**src/rtl/stage2_cnn_pkg.sv**
```systemverilog
package stage2_cnn_pkg;

    // Channel count of one feature-map point.
    localparam int ST2_CI = 3;

    // Width of one signed channel value.
    localparam int ST2_IBW = 19;

    // Largest positive value of a channel.
    localparam logic signed [ST2_IBW-1:0] ST2_ACC_MAX = {1'b0, {(ST2_IBW-1){1'b1}}};

    // One signed channel value.
    // The named type keeps each element of a packed array signed.
    typedef logic signed [ST2_IBW-1:0] st2_data_t;

    // One feature-map point with all channels, channel 0 in the low bits.
    typedef struct packed {
        st2_data_t [ST2_CI-1:0] ch;
    } st2_point_t;

    // Host write to one bias register.
    typedef struct packed {
        logic      we;     // Write strobe.
        logic [1:0] ch;    // Channel index.
        st2_data_t value;  // New bias value.
    } st2_bias_wr_t;

endpackage

```
**src/rtl/stage2_act_core.sv**
```systemverilog
`timescale 1ns/1ps

module stage2_act_core (
    input  logic                         clk,
    input  logic                         reset_n,
    input  logic                         i_in_valid,
    input  stage2_cnn_pkg::st2_point_t   i_in_fmap,
    input  stage2_cnn_pkg::st2_bias_wr_t i_bias_wr,
    output logic                         o_act_valid,
    output stage2_cnn_pkg::st2_point_t   o_act_fmap
);

    import stage2_cnn_pkg::*;

    st2_data_t              r_bias [ST2_CI];
    logic signed [ST2_IBW:0] w_sum [ST2_CI];  // One extra bit so the add cannot wrap.
    st2_point_t             w_act;

    // Bias registers, written by the host between frames.
    always_ff @(posedge clk or negedge reset_n) begin
        if (!reset_n) begin
            for (int c = 0; c < ST2_CI; c++) begin
                r_bias[c] <= '0;
            end
        end else begin
            for (int c = 0; c < ST2_CI; c++) begin
                if (i_bias_wr.we && (i_bias_wr.ch == 2'(c))) begin
                    r_bias[c] <= i_bias_wr.value;  // Index 3 matches no channel.
                end
            end
        end
    end

    // Bias add, saturation and ReLU per channel.
    always_comb begin
        for (int c = 0; c < ST2_CI; c++) begin
            w_sum[c] = {i_in_fmap.ch[c][ST2_IBW-1], i_in_fmap.ch[c]}
                     + {r_bias[c][ST2_IBW-1], r_bias[c]};
            if (w_sum[c] > ST2_ACC_MAX) begin
                w_act.ch[c] = ST2_ACC_MAX;
            end else if (w_sum[c] < 0) begin
                w_act.ch[c] = '0;
            end else begin
                w_act.ch[c] = w_sum[c][ST2_IBW-1:0];
            end
        end
    end

    always_ff @(posedge clk or negedge reset_n) begin
        if (!reset_n) begin
            o_act_valid <= 1'b0;
        end else begin
            o_act_valid <= i_in_valid;
        end
    end

    always_ff @(posedge clk or negedge reset_n) begin
        if (!reset_n) begin
            o_act_fmap <= '0;
        end else if (i_in_valid) begin
            o_act_fmap <= w_act;  // Held between points.
        end
    end

endmodule

```
**src/rtl/stage2_pooling.sv**
```systemverilog
`timescale 1ns/1ps

module stage2_pooling #(
    parameter int IMG_W = 16,
    parameter int IMG_H = 8
) (
    input  logic                                      clk,
    input  logic                                      reset_n,
    input  logic                                      i_in_valid,
    input  logic signed [stage2_cnn_pkg::ST2_IBW-1:0] i_in_fmap,
    output logic                                      o_ot_valid,
    output logic signed [stage2_cnn_pkg::ST2_IBW-1:0] o_ot_fmap
);

    import stage2_cnn_pkg::*;

    localparam int COL_W  = $clog2(IMG_W);
    localparam int ROW_W  = $clog2(IMG_H);
    localparam int HALF_W = IMG_W / 2;

    logic [COL_W-1:0]   r_col;
    logic [ROW_W-1:0]   r_row;
    logic [COL_W-2:0]   w_idx;
    logic               w_col_last;
    logic               w_row_last;
    logic               w_win_done;
    st2_data_t          r_pair;
    st2_data_t          r_line [HALF_W];  // Pair maxima of the even row.
    st2_data_t          w_line_rd;
    st2_data_t          w_pair_max;
    st2_data_t          w_win_max;

    assign w_idx      = r_col[COL_W-1:1];
    assign w_col_last = (r_col == COL_W'(IMG_W - 1));
    assign w_row_last = (r_row == ROW_W'(IMG_H - 1));

    // A window closes on the odd column of an odd row.
    assign w_win_done = i_in_valid & r_col[0] & r_row[0];

    // Position of the next accepted point, row-major.
    always_ff @(posedge clk or negedge reset_n) begin
        if (!reset_n) begin
            r_col <= '0;
            r_row <= '0;
        end else if (i_in_valid) begin
            if (w_col_last) begin
                r_col <= '0;
                if (w_row_last) begin
                    r_row <= '0;  // Next frame.
                end else begin
                    r_row <= r_row + 1'b1;
                end
            end else begin
                r_col <= r_col + 1'b1;
            end
        end
    end

    assign w_line_rd  = r_line[w_idx];
    assign w_pair_max = (i_in_fmap > r_pair) ? i_in_fmap : r_pair;
    assign w_win_max  = (w_pair_max > w_line_rd) ? w_pair_max : w_line_rd;

    // Left pixel of each horizontal pair.
    always_ff @(posedge clk) begin
        if (i_in_valid && !r_col[0]) begin
            r_pair <= i_in_fmap;
        end
    end

    always_ff @(posedge clk) begin
        if (i_in_valid && r_col[0] && !r_row[0]) begin
            r_line[w_idx] <= w_pair_max;  // Upper half of the window.
        end
    end

    always_ff @(posedge clk or negedge reset_n) begin
        if (!reset_n) begin
            o_ot_valid <= 1'b0;
        end else begin
            o_ot_valid <= w_win_done;
        end
    end

    always_ff @(posedge clk or negedge reset_n) begin
        if (!reset_n) begin
            o_ot_fmap <= '0;
        end else if (w_win_done) begin
            o_ot_fmap <= w_win_max;
        end
    end

endmodule

```
**src/rtl/stage2_pooling_core.sv**
```systemverilog
`timescale 1ns/1ps

module stage2_pooling_core #(
    parameter int IMG_W = 16,
    parameter int IMG_H = 8
) (
    input  logic                       clk,
    input  logic                       reset_n,
    input  logic                       i_in_valid,
    input  stage2_cnn_pkg::st2_point_t i_in_fmap,
    output logic                       o_ot_valid,
    output stage2_cnn_pkg::st2_point_t o_ot_fmap
);

    import stage2_cnn_pkg::*;

    logic [ST2_CI-1:0] w_ot_valid;
    st2_point_t        w_ot_fmap;
    logic              w_all_valid;

    for (genvar g = 0; g < ST2_CI; g++) begin : g_ch
        stage2_pooling #(
            .IMG_W (IMG_W),
            .IMG_H (IMG_H)
        ) u_stage2_pooling (
            .clk        (clk),
            .reset_n    (reset_n),
            .i_in_valid (i_in_valid),  // Same strobe for every channel.
            .i_in_fmap  (i_in_fmap.ch[g]),
            .o_ot_valid (w_ot_valid[g]),
            .o_ot_fmap  (w_ot_fmap.ch[g])
        );
    end

    // The instances run in lockstep, so all valids rise together.
    assign w_all_valid = &w_ot_valid;

    always_ff @(posedge clk or negedge reset_n) begin
        if (!reset_n) begin
            o_ot_valid <= 1'b0;
        end else begin
            o_ot_valid <= w_all_valid;
        end
    end

    always_ff @(posedge clk or negedge reset_n) begin
        if (!reset_n) begin
            o_ot_fmap <= '0;
        end else if (w_all_valid) begin
            o_ot_fmap <= w_ot_fmap;  // Holds its value between pulses.
        end
    end

endmodule

```
**src/rtl/stage2_post_top.sv**
```systemverilog
`timescale 1ns/1ps

module stage2_post_top #(
    parameter int IMG_W = 16,  // Must be even.
    parameter int IMG_H = 8    // Must be even.
) (
    input  logic                         clk,
    input  logic                         reset_n,
    input  logic                         i_in_valid,
    input  stage2_cnn_pkg::st2_point_t   i_in_fmap,
    input  stage2_cnn_pkg::st2_bias_wr_t i_bias_wr,
    output logic                         o_ot_valid,
    output stage2_cnn_pkg::st2_point_t   o_ot_fmap
);

    import stage2_cnn_pkg::*;

    logic       act_valid;
    st2_point_t act_fmap;

    stage2_act_core u_act_core (
        .clk         (clk),
        .reset_n     (reset_n),
        .i_in_valid  (i_in_valid),
        .i_in_fmap   (i_in_fmap),
        .i_bias_wr   (i_bias_wr),
        .o_act_valid (act_valid),
        .o_act_fmap  (act_fmap)
    );

    stage2_pooling_core #(
        .IMG_W (IMG_W),
        .IMG_H (IMG_H)
    ) u_pooling_core (
        .clk        (clk),
        .reset_n    (reset_n),
        .i_in_valid (act_valid),
        .i_in_fmap  (act_fmap),
        .o_ot_valid (o_ot_valid),
        .o_ot_fmap  (o_ot_fmap)
    );

endmodule

```
**config.mk**
```make
export PLATFORM = sky130hd
export DESIGN_NAME = stage2_post_top
export DESIGN_NICKNAME = d
export VERILOG_FILES = /design/src/rtl/stage2_cnn_pkg.sv /design/src/rtl/stage2_act_core.sv /design/src/rtl/stage2_pooling.sv /design/src/rtl/stage2_pooling_core.sv /design/src/rtl/stage2_post_top.sv
export SDC_FILE = /design/constraint.sdc
export NUM_CORES = 1
export LEC_CHECK = 0
export ABC_CLOCK_PERIOD_IN_PS = 5500
export BUFFER_PORTS_ARGS = -buffer_cell sky130_fd_sc_hd__buf_4
export CAP_MARGIN = 25
export CORE_AREA = 3 3 283 285
export CTS_CLUSTER_SIZE = 14
export DETAILED_ROUTE_END_ITERATION = 16
export DIE_AREA = 0 0 286 288
export MAX_ROUTING_LAYER = met4
export PLACE_DENSITY_LB_ADDON = 0.15
export SLEW_MARGIN = 20
export SYNTH_ARGS = -nofsm -noshare
export SYNTH_HDL_FRONTEND = slang
export SYNTH_SLANG_ARGS = --single-unit
export TNS_END_PERCENT = 30
```
**constraint.sdc**
```tcl
create_clock -name clk -period 5.5 [get_ports clk]
set_clock_uncertainty 0.1 [all_clocks]
set_input_delay 0.275 -clock clk [delete_from_list [all_inputs] [get_ports clk]]
set_output_delay 0.275 -clock clk [all_outputs]
set_load 0.01 [all_outputs]
```
Word level (Yosys, flattened, before mapping)
Memory sizes are Yosys's and may differ from the RTL's. Index checks and enable logic that the tools add are counted.

Output and inout bits: 58. Word-level logic and storage cells: 111. Register bits: 311. Memories: 3. Bits in writable memories: 456.

Memory list: u_pooling_core.g_ch[0].u_stage2_pooling.r_line (depth 8, width 19, rd ports 1, clocked after memory_dff 0, wr ports 1, RTL line stage2_pooling.sv:28) `st2_data_t r_line [HALF_W];`; u_pooling_core.g_ch[1].u_stage2_pooling.r_line (depth 8, width 19, rd ports 1, clocked after memory_dff 0, wr ports 1, RTL line stage2_pooling.sv:28); u_pooling_core.g_ch[2].u_stage2_pooling.r_line (depth 8, width 19, rd ports 1, clocked after memory_dff 0, wr ports 1, RTL line stage2_pooling.sv:28).

Bitwise operators: 6. Eq/ne operators: 8. Mux-type cells: 24. $add $sub $neg: 9. Order comparisons: 12. Reductions and logical operators: 23.

Operator list (count): $mux W19 (12); $gt A19 B19 Y1 (6); $add A19 B19 Y20 (3); $gt A20 B19 Y1 const B (3); $lt A20 B1 Y1 const B (3); $add A4 B1 Y4 const B (3); $eq A4 B4 Y1 const B (3); $logic_and A1 B1 Y1 (12); $mux W4 (3); $add A3 B1 Y3 const B (3); $eq A3 B3 Y1 const B (3); $mux W3 (3); $and A1 B1 Y1 (6); $logic_not A1 Y1 (6); $mux W1 (6); $reduce_and A2 Y1 (3); $reduce_and A3 Y1 (1); $eq A2 B1 Y1 const B (1); $eq A2 B2 Y1 const B (1); $logic_not A2 Y1 (1).

Longest topological paths before layout
Depth after elaboration: 4. Mapped depth: 19.

Cells and area by module
A second synthesis with hierarchy kept.

Cell total of the unflattened synthesis: 2890. Area, all modules: 36961.7 um^2.

By module, submodules not included: stage2_pooling (u_pooling_core.g_ch[0].u_stage2_pooling) (cells an instance 728, times used 1, area an instance 9459.1 um^2); stage2_pooling (u_pooling_core.g_ch[2].u_stage2_pooling) (cells an instance 605, times used 1, area an instance 8983.6 um^2); stage2_pooling (u_pooling_core.g_ch[1].u_stage2_pooling) (cells an instance 647, times used 1, area an instance 8773.4 um^2); stage2_act_core (cells an instance 787, times used 1, area an instance 7518.5 um^2); stage2_pooling_core (cells an instance 123, times used 1, area an instance 2227.1 um^2).

Worst setup path before layout
Ideal clock, no wire load.

Kind: register to register. Start point: register u_act_core.o_act_fmap[20] (netlist name). End point: register u_pooling_core.g_ch[1].u_stage2_pooling.o_ot_fmap[17] (netlist name). Cell stages (with the launch flop): 18. Path buffers: 3. Arrival: 4.231 ns. Required time: 5.274 ns. Slack: 1.043 ns. Cell sequence: dfrtp_1 -> ha_1 -> nor2b_1 -> o21ai_0 -> a211oi_1 -> or4_1 -> a21o_1 -> clkbuf_1 -> clkbuf_1 -> a21o_1 -> ha_1 -> nand4_1 -> or4_1 -> mux2_2 -> o311ai_2 -> clkbuf_1 -> a21o_1 -> o21ai_1.

Word-level cells in the longest chain between the ends: 4.

Ends and longest elaborated chain: from (decl) (RTL line stage2_act_core.sv:10) `output stage2_cnn_pkg::st2_point_t o_act_fmap`; from (signal assigned) (RTL line stage2_act_core.sv:61) `o_act_fmap <= w_act;`; $gt A19 B19 Y1 (RTL line stage2_pooling.sv:60) `assign w_pair_max = (i_in_fmap > r_pair) ? i_in_fmap : r_pair;`; $mux W19 (RTL line stage2_pooling.sv:60); net u_pooling_core.g_ch[1].u_stage2_pooling.w_pair_max[12] (RTL line stage2_pooling.sv:30) `st2_data_t w_pair_max;`; $gt A19 B19 Y1 (RTL line stage2_pooling.sv:61) `assign w_win_max = (w_pair_max > w_line_rd) ? w_pair_max : w_line_rd;`; $mux W19 (RTL line stage2_pooling.sv:61); to (signal assigned) (RTL line stage2_pooling.sv:88) `o_ot_fmap <= w_win_max;`; to (decl) (RTL line stage2_pooling.sv:12) `output logic signed [stage2_cnn_pkg::ST2_IBW-1:0] o_ot_fmap`.

The timed path passes the listed nets, and every way through them passes these cells. A chain may end at the register's enable or synchronous reset.

Worst setup path after layout
Start point: register u_act_core.o_act_fmap[48] (netlist name). End point: register u_pooling_core.g_ch[2].u_stage2_pooling.o_ot_fmap[6] (netlist name).

Word-level cells in the longest chain between the ends: 4.

Ends and longest elaborated chain (RTL line): $gt A19 B19 Y1 (stage2_pooling.sv:60); $mux W19 * (stage2_pooling.sv:60); net u_pooling_core.g_ch[2].u_stage2_pooling.w_pair_max[10] (stage2_pooling.sv:30); $gt A19 B19 Y1 * (stage2_pooling.sv:61); $mux W19 * (stage2_pooling.sv:61); to (signal assigned) (stage2_pooling.sv:88); to (decl) (stage2_pooling.sv:12).

The timed path passes the listed nets; every way through them passes the cells marked *.

==> results.env <==
STATUS='finished, final reports clean'
SYN-MEAN-INSTANCE-AREA_UM2=13.7
ENDPOINT_KIND='register'
LAYOUTNONFILLERINSTCOUNT=3867
FF2FF_SETUP_SLACK_NS=0.61
TIMING.FINAL.MAX_SLEW_VIOLATIONS=0
COUNT_OF_FILLER_CELLS_INSERTED_IN_THE_LAYOUT=6566
GRT_ANTENNA_BEFORE_REPAIR=0
NUMBER_OF_DRC_VIOLATIONS_AFTER_DETAILED_ROUTING_ITERATION_0=1796
NETLIST_TOP_CELLS_AREA='sky130_fd_sc_hd__edfxtp_1 (44%), sky130_fd_sc_hd__dfrtp_1 (18%), sky130_fd_sc_hd__ha_1 (6.5%), sky130_fd_sc_hd__mux2_2 (5.2%), sky130_fd_sc_hd__a22oi_1 (4.0%)'
SYNTH_FF_TYPE='sky130_fd_sc_hd__edfxtp_1'
FINAL-SETUP-VIOL-COUNT=0
HTREE_NUM_LEVELS=3
RSZ0062_AT_GRT='no'
YS_WARN_COUNT=0
FIN_HOLD_WS_NS=0.0840
MIN_PERIOD_OVER_PERIOD_PCT=88.8
SYNTH_LARGEST_TYPE_AREA_FRACTION_PCT=44.2
FIRST_PASS_ITERS=5
SETUP.WORST_PATH.START='u_act_core.o_act_fmap[48]'
SYNTH_NETS=2810
NUM_ANTENNA_CELLS=0
FINAL_NETS=3025
DRCVIOLATIONCOUNT=0
SYNTH_SEQ_AREA_SHARE_PCT=62.4
CLKLATENCYLATEPIN_NS=0.62
FINALWEIGHTEDCONGESTION=0.893
SYNTHESIS.INSTANCES=2545
CRITICAL_PATH_REQUIRED_NS=5.89
WORSTSETUPSTARTPOINTTYPE='register'
SYNTH_ENABLE_FLOP_CELLS=513
CORE_AREA_UM2=77600
GRT_FIRST_PASS_WIRELENGTH_UM=142000
TIMING.SETUP.TNS_NS=0
AREA_GROWTH_SYN_TO_LAYOUT_PCT=16.0
TIGHTEST_SLEW_NS=1.03
GRT_START_MAX_NET_PINS=110
CLOCK_TREE_FROM_TRITONCTS='done'
IOS=140
CRITICALPATHCATEGORY='reg2reg'
CLOCK_SINK_COUNT=767
SEQ_AREA_UM2=21800
SYNTHESIS.AREA_UM2=34900
TIMING.MAX_SLEW.REL_SLACK_PCT=31.1
FINAL.MIN_CLOCK_PERIOD_NS=4.89
SYNTH-ASYNC-RESET-RATIO_PCT=33.1
PORT_BUFFERS=139
CLK_PIN_SLEW_WORST_PATHS_NS=0.06
GRT_USAGE_PCT=23.2
SYNTHDOMINANTAREACELLTYPE='sky130_fd_sc_hd__edfxtp_1'
FMAX_GHz=0.205
LAYOUT-DRIVE-GT1-SHARE_PCT=20.1
R2R-START='u_act_core.o_act_fmap[48]'
TIMING.CRITICAL_PATH.ARRIVAL_NS=5.28
FINALHOLDVIOLCOUNT=0
PATH_MAX_FANOUT=14
ROUTE.DETAILED.VIAS_PER_INST=5.88
NUMCTSBUFFERS=82
DIE_EXTENT_IN_Y_UM=288
DIE_X_UM=286
CELLLEAKAGEPOWER_nW=16.0
GRT_PASS1_VIAS=22800
YS_FF_LATCH=767
POWER_PER_CELL_AREA_nW_PER_UM2=549
WORSTHOLDPATHTYPE='in2reg'
CLOCKROOTBUFFER='sky130_fd_sc_hd__clkbuf_16'
R2R.WORST_PATH.CELLS=17
ROUTED_WIRE_LENGTH_PER_INSTANCE_UM=24.1
NUM_ROWS=102
DETAIL_ROUTE.WIRELENGTH_UM=93000
MAX-CLOCK-PATH-BUFFERS=3
ANT_NETS=0
OVERFLOW=0
SYNTH.LIB_CELLS_USED.DISTINCT=72
STARTING_DENSITY_PCT=44.9
MULTI_INPUT_COMB_AREA_UM2=12400
HPWL_UM=62100
VIAS=22700
INST_COUNT_DP=3688
FP.DIEAREA_UM2=82400
VDD.IR_DROP.WORST_uV=325
CAP_VIOL_MAX_COUNT=0
## synthesized netlist by cell type, types with 42 or more instances
cell type,number
sky130_fd_sc_hd__a211oi_1,54
sky130_fd_sc_hd__a21o_1,97
sky130_fd_sc_hd__a21oi_1,80
sky130_fd_sc_hd__a22oi_1,185
sky130_fd_sc_hd__and4_1,42
sky130_fd_sc_hd__clkbuf_1,89
sky130_fd_sc_hd__dfrtp_1,254
sky130_fd_sc_hd__edfxtp_1,513
sky130_fd_sc_hd__ha_1,180
sky130_fd_sc_hd__inv_1,104
sky130_fd_sc_hd__mux2_2,161
sky130_fd_sc_hd__nand2_1,100
sky130_fd_sc_hd__nor2_1,105
sky130_fd_sc_hd__o21ai_0,60
## worst min path at each step
stage                              from                        end  depth (start not counted)
after floorplan                 reset_n   u_act_core.o_act_fmap[0]                          0
after global placement          reset_n      u_act_core.r_bias[26]                          1
after detailed placement        reset_n      u_act_core.r_bias[26]                          1
after CTS                 i_in_fmap[20]  u_act_core.o_act_fmap[20]                          3
after global routing      i_in_fmap[20]  u_act_core.o_act_fmap[20]                          3
final                     i_in_fmap[20]  u_act_core.o_act_fmap[20]                          3
## state kept, by name, indices dropped and copies added, names as in the netlist, 9 cells and up
signal and count:
u_pooling_core.g_ch.u_stage2_pooling.r_line 456, u_act_core.o_act_fmap 57, u_act_core.r_bias 57, u_pooling_core.g_ch.u_stage2_pooling.o_ot_fmap 57
u_pooling_core.g_ch.u_stage2_pooling.r_pair 57, u_pooling_core.o_ot_fmap 57, u_pooling_core.g_ch.u_stage2_pooling.r_col 12, u_pooling_core.g_ch.u_stage2_pooling.r_row 9
## cells in the final DEF, fill, tap and decap left out, drive strengths merged, types with 12 or more instances in the layout
cell         netlist  routed
dlygate4sd3        0      24
xnor2             29      29
clkinv             0      26
edfxtp           513     513
buf               32     229
a211oi            54      54
nand3             36      36
nor2             105     105
o21ai             71      71
nor3b             20      20
a221oi            19      19
a221o             28      28
mux2             161     161
a21oi             80      80
nor3              27      27
nand2            100     100
o211ai            17      17
and4              42      42
a311oi            12      12
a22o              34      34
ha               180     180
and3              16      16
a22oi            185     185
nand4             31      31
inv              106     110
o221a             19      19
nor2b             27      27
a21o              97      97
dfrtp            254     254
nand2b            12      12
clkbuf            90     113
xor2              15      15
mux2i             22      22
## metrics by stage
| step | utilization (%) | instance area (um^2) | power [mW] | worst slack [ns] |
|---|---|---|---|---|
| 6_report | 52.1 | 40500 | 22.2 | 0.614 |
| 5_1_grt | 52.1 | 40500 | 23.5 | 0.397 |
| 4_1_cts | 52.1 | 40400 | 22.3 | 0.691 |
| 3_5_place_dp | 48.4 | 37500 | 16.8 | 0.710 |
| 3_3_place_gp | 48.3 | 37500 | 16.6 | 0.746 |
| 2_1_floorplan | - | 34900 | 13.8 | 1.04 |
## routing by layer
layer | global-route usage, % | routed length [um]
met1 | 32.6 | 42300
met2 | 35.6 | 43100
met3 | 3.24 | 5480
met4 | 6.32 | 2180
met5 | - | 0
## cells by family (layout without fill, tap and decap cells)
family	after synthesis	in the layout	share of synthesized area (%)
AO/OA/AOI/OAI	682	682	14.4
XOR/XNOR	44	44	1.11
adder cells (fa/ha/maj)	183	183	6.63
buffers and inverters	228	510	2.56
flip-flops	767	767	62.4
multiplexers	183	183	5.83
AND/OR/NAND/NOR	458	458	7.08
## final cells by class
type / instances / share of cell area (%)
sequential: 767 / 53.8
multi-input combinational: 1550 / 30.6
clock buffer: 113 / 5.48
timing repair buffer: 253 / 4.96
tap: 1040 / 3.22
clock inverter: 38 / 0.990
inverter: 106 / 0.983
## what timing repair did
| item | CTS | global route |
|---|---|---|
| hold buffers | 24 | 0 |
| endpoints found under the hold margin | 146 | 0 |
| buffers inserted | 0 | 0 |
| setup endpoints to repair | 0 | 0 |
| gates resized for setup | 0 | 0 |
## worst max-delay path: stages, from the launching register on
cell and delay (ns):
sky130_fd_sc_hd__dfrtp_1 0.40, sky130_fd_sc_hd__ha_1 0.33, sky130_fd_sc_hd__a21oi_1 0.20, sky130_fd_sc_hd__o21ai_0 0.12
sky130_fd_sc_hd__nor4_1 0.34, sky130_fd_sc_hd__o21ai_0 0.14, sky130_fd_sc_hd__nand2_1 0.31, sky130_fd_sc_hd__buf_4 0.31
sky130_fd_sc_hd__mux2i_1 0.62, sky130_fd_sc_hd__ha_1 0.26, sky130_fd_sc_hd__nand4_1 0.10, sky130_fd_sc_hd__or4_1 0.53
sky130_fd_sc_hd__mux2i_1 0.14, sky130_fd_sc_hd__a21oi_1 0.05, sky130_fd_sc_hd__o21ai_1 0.09, sky130_fd_sc_hd__nor2_1 0.16
sky130_fd_sc_hd__buf_4 0.25, sky130_fd_sc_hd__a221o_1 0.30
## power breakdown
part | internal, mW | leakage (nW) | switching, mW
logic | 3.16 | 6.86 | 5.04
clock network | 3.13 | 1.28 | 2.25
registers | 7.73 | 7.86 | 0.893
total | 14.0 | 16.0 | 8.18
Note: power is estimated with default switching activity, not from simulation.
